===== src/verilog/mux_link_pkg.sv =====
`default_nettype none

//////////////////////////////////////////////////
// Word types for the board-to-board mux link
//////////////////////////////////////////////////

package mux_link_pkg;

	// One deserialized word, eight bits per divided clock
	typedef logic [7:0] mux_word_t;
	// Switch or LED bits carried below the monitor bit
	typedef logic [6:0] payload_t;
	// Receiver rotation offset, wraps at eight
	typedef logic [2:0] slip_ofs_t;

	//////////////////////////////////////////////////
	// Training and monitor constants
	//////////////////////////////////////////////////

	// Sent while hunting for word alignment
	localparam mux_word_t SYNC_IDLE_WORD = 8'h01;
	// Sent once the far side's training word is seen
	localparam mux_word_t SYNC_LOCK_WORD = 8'h81;
	// Position of the toggling link monitor bit
	localparam int MON_BIT = 7;
	// Slip to next slip spacing, covers trainer -> capture -> trainer
	localparam logic [2:0] BITSLIP_HOLDOFF = 3'd4;

	// Trainer states
	typedef enum logic [1:0] {SEARCH, LOCKING, SYNCED} link_state_t;

endpackage

`default_nettype wire

===== src/verilog/mux_link_top.sv =====
`timescale 1ns/10ps
`default_nettype none

// Mux link: capture -> trainer -> framer
module mux_link_top import mux_link_pkg::*; (
	input  logic      GMII_GTX_CLK_int,
	input  logic      dsp_rst,
	input  mux_word_t raw_word_i,
	input  payload_t  sw_i,
	output mux_word_t tx_word_o,
	output mux_word_t leds_o
);

	//////////////////////////////////////////////////
	// Internal links
	//////////////////////////////////////////////////

	// Aligned receive word
	mux_word_t rx_word;
	// Trainer to capture
	logic      bitslip;
	// Trainer to framer
	logic      synced;
	logic      send_lock;
	payload_t  rx_payload;

	// Receive side, slip model
	mux_rx_capture u_mux_rx_capture (
		.GMII_GTX_CLK_int (GMII_GTX_CLK_int),
		.dsp_rst          (dsp_rst),
		.raw_word_i       (raw_word_i),
		.bitslip_i        (bitslip),
		.rx_word_o        (rx_word)
	);

	// Alignment and link monitor
	mux_link_trainer u_mux_link_trainer (
		.GMII_GTX_CLK_int (GMII_GTX_CLK_int),
		.dsp_rst          (dsp_rst),
		.rx_word_i        (rx_word),
		.bitslip_o        (bitslip),
		.synced_o         (synced),
		.send_lock_o      (send_lock),
		.rx_payload_o     (rx_payload)
	);

	// Transmit word and LEDs
	mux_tx_framer u_mux_tx_framer (
		.GMII_GTX_CLK_int (GMII_GTX_CLK_int),
		.dsp_rst          (dsp_rst),
		.synced_i         (synced),
		.send_lock_i      (send_lock),
		.sw_i             (sw_i),
		.rx_payload_i     (rx_payload),
		.tx_word_o        (tx_word_o),
		.leds_o           (leds_o)
	);

endmodule

`default_nettype wire


===== src/verilog/mux_tx_framer.sv =====
`timescale 1ns/10ps
`default_nettype none

// Outgoing word and LED word
module mux_tx_framer import mux_link_pkg::*; (
	input  logic      GMII_GTX_CLK_int,
	input  logic      dsp_rst,
	input  logic      synced_i,
	input  logic      send_lock_i,
	input  payload_t  sw_i,
	input  payload_t  rx_payload_i,
	output mux_word_t tx_word_o,
	output mux_word_t leds_o
);

	// Toggles every cycle so the far side can spot a dead link
	logic mon_tog;

	always_ff @(posedge GMII_GTX_CLK_int) begin
		if (dsp_rst) begin
			mon_tog <= 1'b0;
		end else begin
			mon_tog <= ~mon_tog;
		end
	end

	//////////////////////////////////////////////////
	// Transmit word
	//////////////////////////////////////////////////

	always_ff @(posedge GMII_GTX_CLK_int) begin
		if (dsp_rst) begin
			tx_word_o <= SYNC_IDLE_WORD;
		end else if (synced_i) begin
			// Monitor bit over the switches
			tx_word_o[MON_BIT]     <= mon_tog;
			tx_word_o[MON_BIT-1:0] <= sw_i;
		end else if (send_lock_i) begin
			tx_word_o <= SYNC_LOCK_WORD;
		end else begin
			tx_word_o <= SYNC_IDLE_WORD;
		end
	end

	// LEDs: synced flag in bit 7, far side switches below
	always_ff @(posedge GMII_GTX_CLK_int) begin
		if (dsp_rst) begin
			leds_o <= '0;
		end else begin
			leds_o <= {synced_i, rx_payload_i};
		end
	end

endmodule

`default_nettype wire


===== src/verilog/mux_link_trainer.sv =====
`timescale 1ns/10ps
`default_nettype none

// Link alignment and monitor FSM
module mux_link_trainer import mux_link_pkg::*; (
	input  logic      GMII_GTX_CLK_int,
	input  logic      dsp_rst,
	input  mux_word_t rx_word_i,
	output logic      bitslip_o,
	output logic      synced_o,
	output logic      send_lock_o,
	output payload_t  rx_payload_o
);

	link_state_t state;

	// Slip holdoff, counts down to zero
	logic [2:0] slip_hold;

	// Monitor bit tracking once synced
	logic mon_valid;
	logic mon_expect;

	// Either training word seen on the wire
	logic is_training;

	assign is_training = (rx_word_i == SYNC_IDLE_WORD) || (rx_word_i == SYNC_LOCK_WORD);

	// State register doubles as the synced flag
	assign synced_o = (state == SYNCED);

	//////////////////////////////////////////////////
	// Trainer FSM
	//////////////////////////////////////////////////

	always_ff @(posedge GMII_GTX_CLK_int) begin
		if (dsp_rst) begin
			state       <= SEARCH;
			bitslip_o   <= 1'b0;
			send_lock_o <= 1'b0;
			slip_hold   <= '0;
			mon_valid   <= 1'b0;
			mon_expect  <= 1'b0;
		end else begin
			// Single cycle pulse
			bitslip_o <= 1'b0;
			if (slip_hold != 3'd0) begin
				slip_hold <= slip_hold - 3'd1;
			end

			case (state)
				SEARCH: begin
					mon_valid <= 1'b0;
					if (is_training) begin
						// Aligned, answer with the lock word
						state       <= LOCKING;
						send_lock_o <= 1'b1;
					end else if (slip_hold == 3'd0) begin
						// Slip once, then wait out the loop
						bitslip_o <= 1'b1;
						slip_hold <= BITSLIP_HOLDOFF - 3'd1;
					end
				end

				LOCKING: begin
					if (!is_training) begin
						// Lost alignment again
						state       <= SEARCH;
						send_lock_o <= 1'b0;
					end else if (rx_word_i == SYNC_LOCK_WORD) begin
						// Far side answered our lock word
						state <= SYNCED;
					end
				end

				SYNCED: begin
					if (mon_valid) begin
						if (rx_word_i[MON_BIT] == mon_expect) begin
							mon_expect <= ~rx_word_i[MON_BIT];
						end else begin
							// Missed toggle, link down
							state       <= SEARCH;
							send_lock_o <= 1'b0;
							mon_valid   <= 1'b0;
						end
					end else if (rx_word_i != SYNC_LOCK_WORD) begin
						// First real data word seeds the monitor
						mon_expect <= ~rx_word_i[MON_BIT];
						mon_valid  <= 1'b1;
					end
				end

				default: begin
					state       <= SEARCH;
					send_lock_o <= 1'b0;
				end
			endcase
		end
	end

	//////////////////////////////////////////////////
	// Received payload
	//////////////////////////////////////////////////

	// Held at zero until the link is up
	always_ff @(posedge GMII_GTX_CLK_int) begin
		if (state == SYNCED) begin
			rx_payload_o <= rx_word_i[MON_BIT-1:0];
		end else begin
			rx_payload_o <= '0;
		end
	end

endmodule

`default_nettype wire


===== src/verilog/mux_rx_capture.sv =====
`timescale 1ns/10ps
`default_nettype none

// Receive word capture with bit slip modelled as a rotation
module mux_rx_capture import mux_link_pkg::*; (
	input  logic      GMII_GTX_CLK_int,
	input  logic      dsp_rst,
	input  mux_word_t raw_word_i,
	input  logic      bitslip_i,
	output mux_word_t rx_word_o
);

	// Accumulated slips
	slip_ofs_t slip_ofs;

	// Rotate left by n, upper half of the doubled word
	function automatic mux_word_t rotl(input mux_word_t w, input slip_ofs_t n);
		logic [15:0] dbl;
		dbl = {w, w} << n;
		return dbl[15:8];
	endfunction

	//////////////////////////////////////////////////
	// Slip offset
	//////////////////////////////////////////////////

	// One step per pulse, wraps modulo 8
	always_ff @(posedge GMII_GTX_CLK_int) begin
		if (dsp_rst) begin
			slip_ofs <= '0;
		end else if (bitslip_i) begin
			slip_ofs <= slip_ofs + 3'd1;
		end
	end

	// Word register, new offset takes effect the cycle after the pulse
	always_ff @(posedge GMII_GTX_CLK_int) begin
		rx_word_o <= rotl(raw_word_i, slip_ofs);
	end

endmodule

`default_nettype wire


===== config.mk =====
export PLATFORM = sky130hd
export DESIGN_NAME = mux_link_top
export DESIGN_NICKNAME = d
export VERILOG_FILES = /design/src/verilog/mux_link_pkg.sv /design/src/verilog/mux_link_top.sv /design/src/verilog/mux_tx_framer.sv /design/src/verilog/mux_link_trainer.sv /design/src/verilog/mux_rx_capture.sv
export SDC_FILE = /design/constraint.sdc
export NUM_CORES = 1
export LEC_CHECK = 0
export BUFFER_PORTS_ARGS = -buffer_cell sky130_fd_sc_hd__clkbuf_2
export CORE_MARGIN = 3
export CORE_UTILIZATION = 30
export DETAILED_ROUTE_END_ITERATION = 16
export SLEW_MARGIN = 40
export SYNTH_ARGS = -nofsm -noshare
export SYNTH_HDL_FRONTEND = slang
export SYNTH_SLANG_ARGS = --single-unit

===== constraint.sdc =====
create_clock -name GMII_GTX_CLK_int -period 2.76 [get_ports GMII_GTX_CLK_int]
set_input_delay 0.552 -clock GMII_GTX_CLK_int [delete_from_list [all_inputs] [get_ports GMII_GTX_CLK_int]]
set_output_delay 0.552 -clock GMII_GTX_CLK_int [all_outputs]
set_load 0.005 [all_outputs]

Yosys cells after proc, flatten, opt, wreduce, memory -nomap -nowiden --
Index checks and enable logic that the tools add are counted.
Operators by class: mux-type cells 25, bitwise logic cells 3, reduce and logical (&&, ||, !) cells 10, equal/unequal tests 12, shifts and indexed selects 1, $add $sub $neg 2
Operator list (number):
- $mux W8 | 2
- $shl A16 B3 Y16 | 1
- $mux W3 | 4
- $mux W1 | 11
- $mux W2 | 5
- $eq A8 B1 Y1 const B | 1
- $eq A8 B8 Y1 const B | 1
- $ne A2 B2 Y1 const B | 4
- $ne A8 B8 Y1 const B | 1
- $reduce_and A4 Y1 | 2
- $pmux W2 S3 | 1
- $reduce_bool A2 Y1 | 2
- $add A3 B1 Y3 const B | 1
- $logic_not A3 Y1 | 1
- $ne A3 B3 Y1 const B | 1
- $not A1 Y1 | 3
- $pmux W1 S3 | 1
- $reduce_and A3 Y1 | 1
- $reduce_bool A3 Y1 | 1
- $reduce_or A3 Y1 | 1
- $sub A3 B1 Y3 const B | 1
- $eq A2 B1 Y1 const B | 1
- $eq A2 B2 Y1 const B | 1
- $logic_not A2 Y1 | 1
- other kinds (4) | 4
Word-level totals: output and inout bits 16, register bits after elaboration 44, input bits 17

Depth between registers and ports, before layout --
Gate-level depths: netlist (run 1).
depth in word-level cells 5, depth in mapped cells 7, mapped depth without buffers 7

Hierarchy --
From an unflattened synthesis (run 1), not the netlist that was laid out.
Unflattened totals: cells, all modules 141, area, all modules 1764.2 um^2
By module, submodules not included:
- mux_link_trainer | cells each 67, area an instance 685.7 um^2, instances 1, seq. area each 320.3 um^2
- mux_rx_capture | cells each 38, area an instance 608.1 um^2, instances 1, seq. area each 220.2 um^2
- mux_tx_framer | cells each 36, area an instance 470.5 um^2, instances 1, seq. area each 340.3 um^2

Least setup slack after synthesis (run 1) --
No wires, ideal clock.
path type reg2reg, start reg u_mux_rx_capture.slip_ofs[0], end reg u_mux_rx_capture.rx_word_o[0], stages on the path, launching flop included 4, clock period less this slack 1.598 ns, library setup time 0.134 ns, arrival time 1.464 ns, setup slack 1.162 ns, path buffers 1, cells stage by stage dfxtp_1 > clkbuf_1 > mux2_2 > mux4_2
On the way: word-level cells in the longest chain between the ends 1
Ends and longest elaborated chain:
- start, declared | line mux_rx_capture.sv:14 | slip_ofs_t slip_ofs;
- start signal, assigned | line mux_rx_capture.sv:32 | slip_ofs <= slip_ofs + 3'd1;
- $shl A16 B3 Y16 | line mux_rx_capture.sv:19 | dbl = {w, w} << n;
- end signal, assigned | line mux_rx_capture.sv:38 | rx_word_o <= rotl(raw_word_i, slip_ofs);
- end, declared | line mux_rx_capture.sv:10 | output mux_word_t rx_word_o
No other way between the ends. A chain may end at the register's enable or synchronous reset.

Worst setup path in the final report (run 1) --
start reg u_mux_link_trainer.slip_hold[0], end reg u_mux_link_trainer.slip_hold[0]
On the way: word-level cells in the longest chain between the ends 5
Ends and longest elaborated chain:
- start, declared | line mux_link_trainer.sv:18 | logic [2:0] slip_hold;
- start signal, assigned | line mux_link_trainer.sv:48 | slip_hold <= slip_hold - 3'd1;
- start signal, assigned | line mux_link_trainer.sv:61 | slip_hold <= BITSLIP_HOLDOFF - 3'd1;
- $sub A3 B1 Y3 / $reduce_bool A3 Y1 (equally long branches) | line mux_link_trainer.sv:48, mux_link_trainer.sv:47
- $mux W3 | line mux_link_trainer.sv:47 | if (slip_hold != 3'd0) begin
- $mux W3 | line mux_link_trainer.sv:58 | end else if (slip_hold == 3'd0) begin
- $mux W3 | line mux_link_trainer.sv:54 | if (is_training) begin
- $mux W3 (*) | line mux_link_trainer.sv:51 | case (state)
Every way passes the cells marked *; elsewhere a longest branch is shown, timed or not.

==> run metrics, run 1 <==
status finished clean; Fillers roughly 550; gpl congestion 0.729; DRT iter0 DRCs 55; #FFs+latches synth 44; Final Hold Fails 0; slew margin rel. 0.552; gr usage total 0.0927; maxcap violations 0; Post-DP HPWL approximately 2000 um; Max Freq roughly 0.6 GHz; DRT Pass-1 Iters 4; layout cells sized above 1 0.345; Pint approximately 1.0 mW; routed len/inst 11.0 um; number of remaining DRC errors 0; Clock Sinks 44; total setup buffers inserted after CTS 0; Worst VDD drop 0.182 mV; Netlist cell types 30; sequential-to-total area share from yosys stat 0.523; Congestion Overflow GR 0; CTS tree built; final setup vio count 0; Critical Path AT approximately 1.8 ns; die area around 6600 um^2; Routed Antenna Nets 0; Clock Tree Buf Depth 2; synth top area cells dfxtp_1 52%, mux4_2 11%, mux2_2 6.0%; Syn Inst Count roughly 140; routed wire length 2720 um; startpoint type of the worst setup path flip-flop; Seq pwr share 0.536; Antenna Diode Count 0; Worst-path clk slew 0.08 ns; area leader, netlist dfxtp_1; combinational share of power 0.106; post-cts sizing count 0; post-route cell area approximately 2000 um^2; Leak Pwr 0.816 nW; worst-margin pin slew 0.667 ns; chip width 81.0 um; # port buffers 32; sum of negative setup slack 0 ns; sw power 290 uW; Core ar. 5270 um^2; synth cell count leaders 44 x dfxtp_1, 12 x and2_1, 11 x nor2b_1; Setup crit end kind flip-flop; number of vias in the routed layout 1090; vias in the first global route around 1100; Mapped Area between 1500 and 2000 um^2; Post-synth EDFFs 0; switch share 0.222; Initial Util 0.320; crit share post-route 0.588; Final #Nets 198; worst-skew pair later-pin latency around 0.29 ns; first-pass GRT wire length 4630 um; Area Growth Syn to Fin 19.7%; Placed Area ~1900 um^2; ys async rst share 0; Die Ht 81.0 um; Final Max Tran Viols 0; most common cell in the synthesized netlist dfxtp_1; synth warn 0; antenna violations before repair 0; post-synth top area share 0.523; Top-Level Pins 33; Syn Nets between 150 and 200; minimum period implied by the final worst setup slack between 1.5 and 2 ns; power per standard cell area 649 nW/um^2; total CTS buffers 5; final clock skew 0.00761 ns; vias per std cell between 4 and 5; CP max FO 3; RSZ-0062 raised after global routing false; path type of the worst min-delay path flip-flop to flip-flop; largest net degree at the start of global routing 24; H-tree Lvls 2; Hold-fix buffers, CTS 0; Site Rows 26; Mean Syn Cell Area 11.8 um^2; clock share of power 0.358; Worst EP required 2.94 ns; Crit Path Category flip-flop to flip-flop; CTS root buf clkbuf_8; dominant synthesized flop cell dfxtp_1
layer usage:
layer,vias to the layer above,routed length [um],track usage
met3,3,208,0.0344
met4,0,26,0.0456
met2,33,1200,0.154
met1,500,1280,0.104
met5,-,0,0
li1,554,-,-
power by group through the flow:
stage	Combinational [mW]	Sequential [mW]	Clock (mW)
finish	0.139	0.702	0.468
global route	0.156	0.709	0.508
CTS	0.142	0.703	0.488
detailed placement	0.139	0.718	0
global placement	0.137	0.717	0
floorplan	0.116	0.700	0
final cells by class:
| class | count | area (um^2) | share of cell area |
|---|---|---|---|
| flip-flops and latches | 44 | 881 | 0.436 |
| multi-input cells | 85 | 752 | 0.373 |
| repair buffers | 32 | 160 | 0.0794 |
| well taps | 70 | 87.6 | 0.0434 |
| clock buffers | 6 | 72.6 | 0.0360 |
| clock inverters | 2 | 35.0 | 0.0174 |
| inverters | 8 | 30.0 | 0.0149 |
cell usage in the layout (no fill, tap or decap), types with 2 or more instances in the layout:
cell / synthesis / layout
mux2i_1: 3 / 3
nor3b_1: 2 / 2
inv_1: 8 / 8
and2_1: 12 / 12
xnor2_1: 2 / 2
clkbuf_2: 0 / 32
nor2b_1: 11 / 11
ha_1: 5 / 5
nand2_1: 3 / 3
clkbuf_8: 0 / 5
o21ai_1: 2 / 2
a31oi_1: 3 / 3
mux2_2: 9 / 9
nor2_1: 8 / 8
nor3_1: 2 / 2
mux4_2: 8 / 8
or4_4: 2 / 2
dfxtp_1: 44 / 44
per-stage QoR:
| stage | hold WS [ns] | utilization | power [mW] | instances | setup WS, ns |
|---|---|---|---|---|---|
| floorplan | 0.385 | - | 0.817 | 143 | 1.16 |
| global placement | 0.403 | 0.363 | 0.854 | 239 | 1.16 |
| detailed placement | 0.406 | 0.363 | 0.857 | 239 | 1.14 |
| CTS | 0.421 | 0.383 | 1.33 | 247 | 1.12 |
| global route | 0.450 | 0.383 | 1.37 | 247 | 0.974 |
| finish | 0.427 | 0.383 | 1.31 | 247 | 1.14 |
kinds of logic after synthesis:
group	Yosys count	synth area share
compound gates	10	0.0394
xor+xnor	3	0.0156
fa+ha+maj	5	0.0371
buf+inv	14	0.0312
flops	44	0.523
mux	20	0.185
simple gates	47	0.169
sequential cells by signal, summed over array words and instances, names as in the netlist:
name / count
u_mux_link_trainer.bitslip_o: 1
u_mux_link_trainer.mon_expect: 1
u_mux_link_trainer.mon_valid: 1
u_mux_link_trainer.rx_payload_o: 7
u_mux_link_trainer.send_lock_o: 1
u_mux_link_trainer.slip_hold: 3
u_mux_link_trainer.state: 2
u_mux_rx_capture.rx_word_o: 8
u_mux_rx_capture.slip_ofs: 3
u_mux_tx_framer.leds_o: 8
u_mux_tx_framer.mon_tog: 1
u_mux_tx_framer.tx_word_o: 8
critical path, cell delays in order (launching register included):
cell     delay, ns
dfxtp_1       0.34
inv_1         0.05
ha_1          0.20
ha_1          0.21
inv_1         0.09
ha_1          0.22
nor2b_1       0.12
mux2_2        0.27
worst paths after layout:
kind / cells past startpoint / to / slack [ns] / start
max reg2reg: 7 / u_mux_link_trainer.slip_hold[0] / 1.14 / u_mux_link_trainer.slip_hold[0]
min: 1 / u_mux_tx_framer.mon_tog / 0.43 / u_mux_tx_framer.mon_tog
min reg2reg: 1 / u_mux_tx_framer.mon_tog / 0.43 / u_mux_tx_framer.mon_tog
max: 7 / u_mux_link_trainer.slip_hold[0] / 1.14 / u_mux_link_trainer.slip_hold[0]
Note: power is estimated with default switching activity, not from simulation.
==> run 2: changes to the inputs <==
clock period = 1.5 ns   (was 2.76 ns; I/O delays follow)
==> run metrics, run 2 (same netlist as run 1, synthesis figures left out) <==
status finished clean; gr usage total 0.0881 (-0.00455); Post-DP HPWL 1980 um (-3.4%); Reg2Reg Depth 3 (-4); chip width 81.0 um (unchanged); most frequent cells in the layout 39 x dfxtp_1, 32 x clkbuf_2, 14 x buf_4; Critical Path Most Common Cell or4_4; hold path depth 2 (+1); Worst-path clk slew 0.09 ns (about the same); worst-skew pair later-pin latency 0.29 ns (about the same); crit share post-route 0.979 (+0.391); CTS root buf clkbuf_8; biggest registers after layout u_mux_rx_capture.rx_word_o: 8 flops, u_mux_tx_framer.leds_o: 8 flops, u_mux_tx_framer.tx_word_o: 8 flops; antenna violations before repair 0 (unchanged); Site Rows 26 (unchanged); Clock Tree Buf Depth 2 (unchanged); # port buffers 32 (unchanged); gr busiest metal met2; Antenna Diode Count 0 (unchanged); H-tree Lvls 2 (unchanged); Die Ht 81.0 um (unchanged); Routed Antenna Nets 0 (unchanged); RSZ-0062 raised after global routing false; hold_ws 0.183 ns (-0.244 ns); CTS tree built; commonest non-fill, non-tap cell in the layout dfxtp_1; Fillers 542 (-1.1%); power per standard cell area 1160 nW/um^2 (+79%); vias in the first global route 1021 (-6.1%); global routing usage on met3 0.0310 (-0.00333); Initial Util 0.320 (unchanged); Crit path largest cell delay 0.55 ns (+0.21 ns); Worst VDD drop 0.349 mV (+92%); layout cells sized above 1 0.461 (+0.116); total CTS buffers 5 (unchanged); hold_sp sw_i[0]; Critical Path AT 1.70 ns (-0.10 ns); CP Buf/Inv Count 0 (-2); final setup vio count 0 (unchanged); WHS Endpoint u_mux_tx_framer.tx_word_o[0]; first-pass GRT wire length 4520 um (-2.4%); Clock Sinks 44 (unchanged); Final Power 2.53 mW (+94%); DRT Pass-1 Iters 2 (-2); minimum period implied by the final worst setup slack 1.47 ns (-0.155 ns); WP depth 3 (-4); CP max FO 3 (unchanged); Crit Path Category flip-flop to flip-flop; Area Growth Syn to Fin 29.7%; r2r setup slk 0.03 ns (-1.11 ns); slew margin rel. 0.700 (+0.149); Layout Utilization 0.415 (+0.0318); met1 usage 0.115 (+0.0107); Worst path slowest cell or4_4; FF-to-FF End u_mux_link_trainer.state[1]; largest net degree at the start of global routing 18 (-25%); Hold-fix buffers, CTS 0 (unchanged); Top-Level Pins 33 (unchanged); vias per std cell 4.26 (-3.5%); worst-margin pin slew 0.449 ns (-0.218 ns); Worst path top cell family by delay simple AND/OR/NAND/NOR gates; number of remaining DRC errors 0 (unchanged); die area 6550 um^2 (unchanged); Final Hold Fails 0 (unchanged); worst-path cell chain or4_4 > or4_4 > a21oi_2; gpl congestion 0.753 (+3.2%); routed wire length 2670 um (-2.0%); DRT iter0 DRCs 42 (-24%); Worst EP required 1.73 ns (-1.21 ns); Core ar. 5270 um^2 (unchanged); placed insts 251 (+5.0%); maxcap violations 0 (unchanged); met2 Usage GRT 0.133 (-0.0213); Final Max Tran Viols 0 (unchanged); final clock skew 0.00938 ns (+0.00177 ns); path type of the worst min-delay path input pin to flip-flop; number of vias in the routed layout 1111 (+1.9%); Final #Nets 212 (+7.1%); Leak Pwr 0.896 nW (+9.8%); Congestion Overflow GR 0 (unchanged); Reg2Reg Launch Point u_mux_rx_capture.rx_word_o[2]; Max Freq 0.681 GHz (+11%); startpoint type of the worst setup path flip-flop; fin cells 261 (+5.7%); Setup crit end kind flip-flop; routed len/inst 10.2 um (-7.2%)
-- run 2: how the worst max path moves through the flow --
stage                               startpoint                         endpoint
2_1_floorplan  u_mux_link_trainer.slip_hold[0]  u_mux_link_trainer.slip_hold[0]
3_3_place_gp      u_mux_rx_capture.slip_ofs[0]    u_mux_rx_capture.rx_word_o[0]
3_5_place_dp   u_mux_link_trainer.slip_hold[0]  u_mux_link_trainer.slip_hold[0]
4_1_cts          u_mux_rx_capture.rx_word_o[5]      u_mux_link_trainer.state[1]
5_1_grt        u_mux_link_trainer.slip_hold[1]  u_mux_link_trainer.slip_hold[0]
6_report         u_mux_rx_capture.rx_word_o[2]      u_mux_link_trainer.state[1]
-- run 2: layout make-up --
| class | count | area, um^2 | area share |
|---|---|---|---|
| Multi-Input combinational cell | 85 | 800 | 0.366 |
| Timing Repair Buffer | 46 | 265 | 0.121 |
| Clock buffer | 5 | 68.8 | 0.0315 |
| Clock inverter | 3 | 47.5 | 0.0218 |
| Sequential cell | 44 | 887 | 0.406 |
| Tap cell | 70 | 87.6 | 0.0401 |
| Inverter | 8 | 30.0 | 0.0137 |
-- run 2: routing by layer --
metal  up-vias  wire [um]
met5         -          0
met4         0          0
met3         0        198
met2        34       1150
met1       489       1320
li1        588          -
-- run 2: stage by stage --
| step | instance area [um^2] | worst slack, ns | setup TNS [ns] |
|---|---|---|---|
| finish | 2190 | 0.0310 | 0 |
| global route | 2190 | 0.000193 | 0 |
| CTS | 2150 | 0.00553 | 0 |
| detailed placement | 2010 | -0.0718 | -0.230 |
| global placement | 2010 | -0.0356 | -0.114 |
| floorplan | 1690 | 0.00434 | 0 |
-- run 2: worst register-to-register path: stages (launching register included) --
cell	delay, ns
dfxtp_2	0.32
or4_4	0.55
or4_4	0.43
a21oi_2	0.12
-- run 2: timing repair --
item / in CTS / in global routing
buffers inserted: 0 / 2
setup endpoints to repair: 10 / 2
resized for setup: 9 / 5
pin swaps: 2 / 4
-- run 2: where the power goes --
part	internal (mW)	total, mW	switching [mW]	leakage, nW
Sequential	1.24	1.29	0.0551	0.360
Combinational	0.218	0.352	0.134	0.478
Clock	0.501	0.891	0.390	0.0583
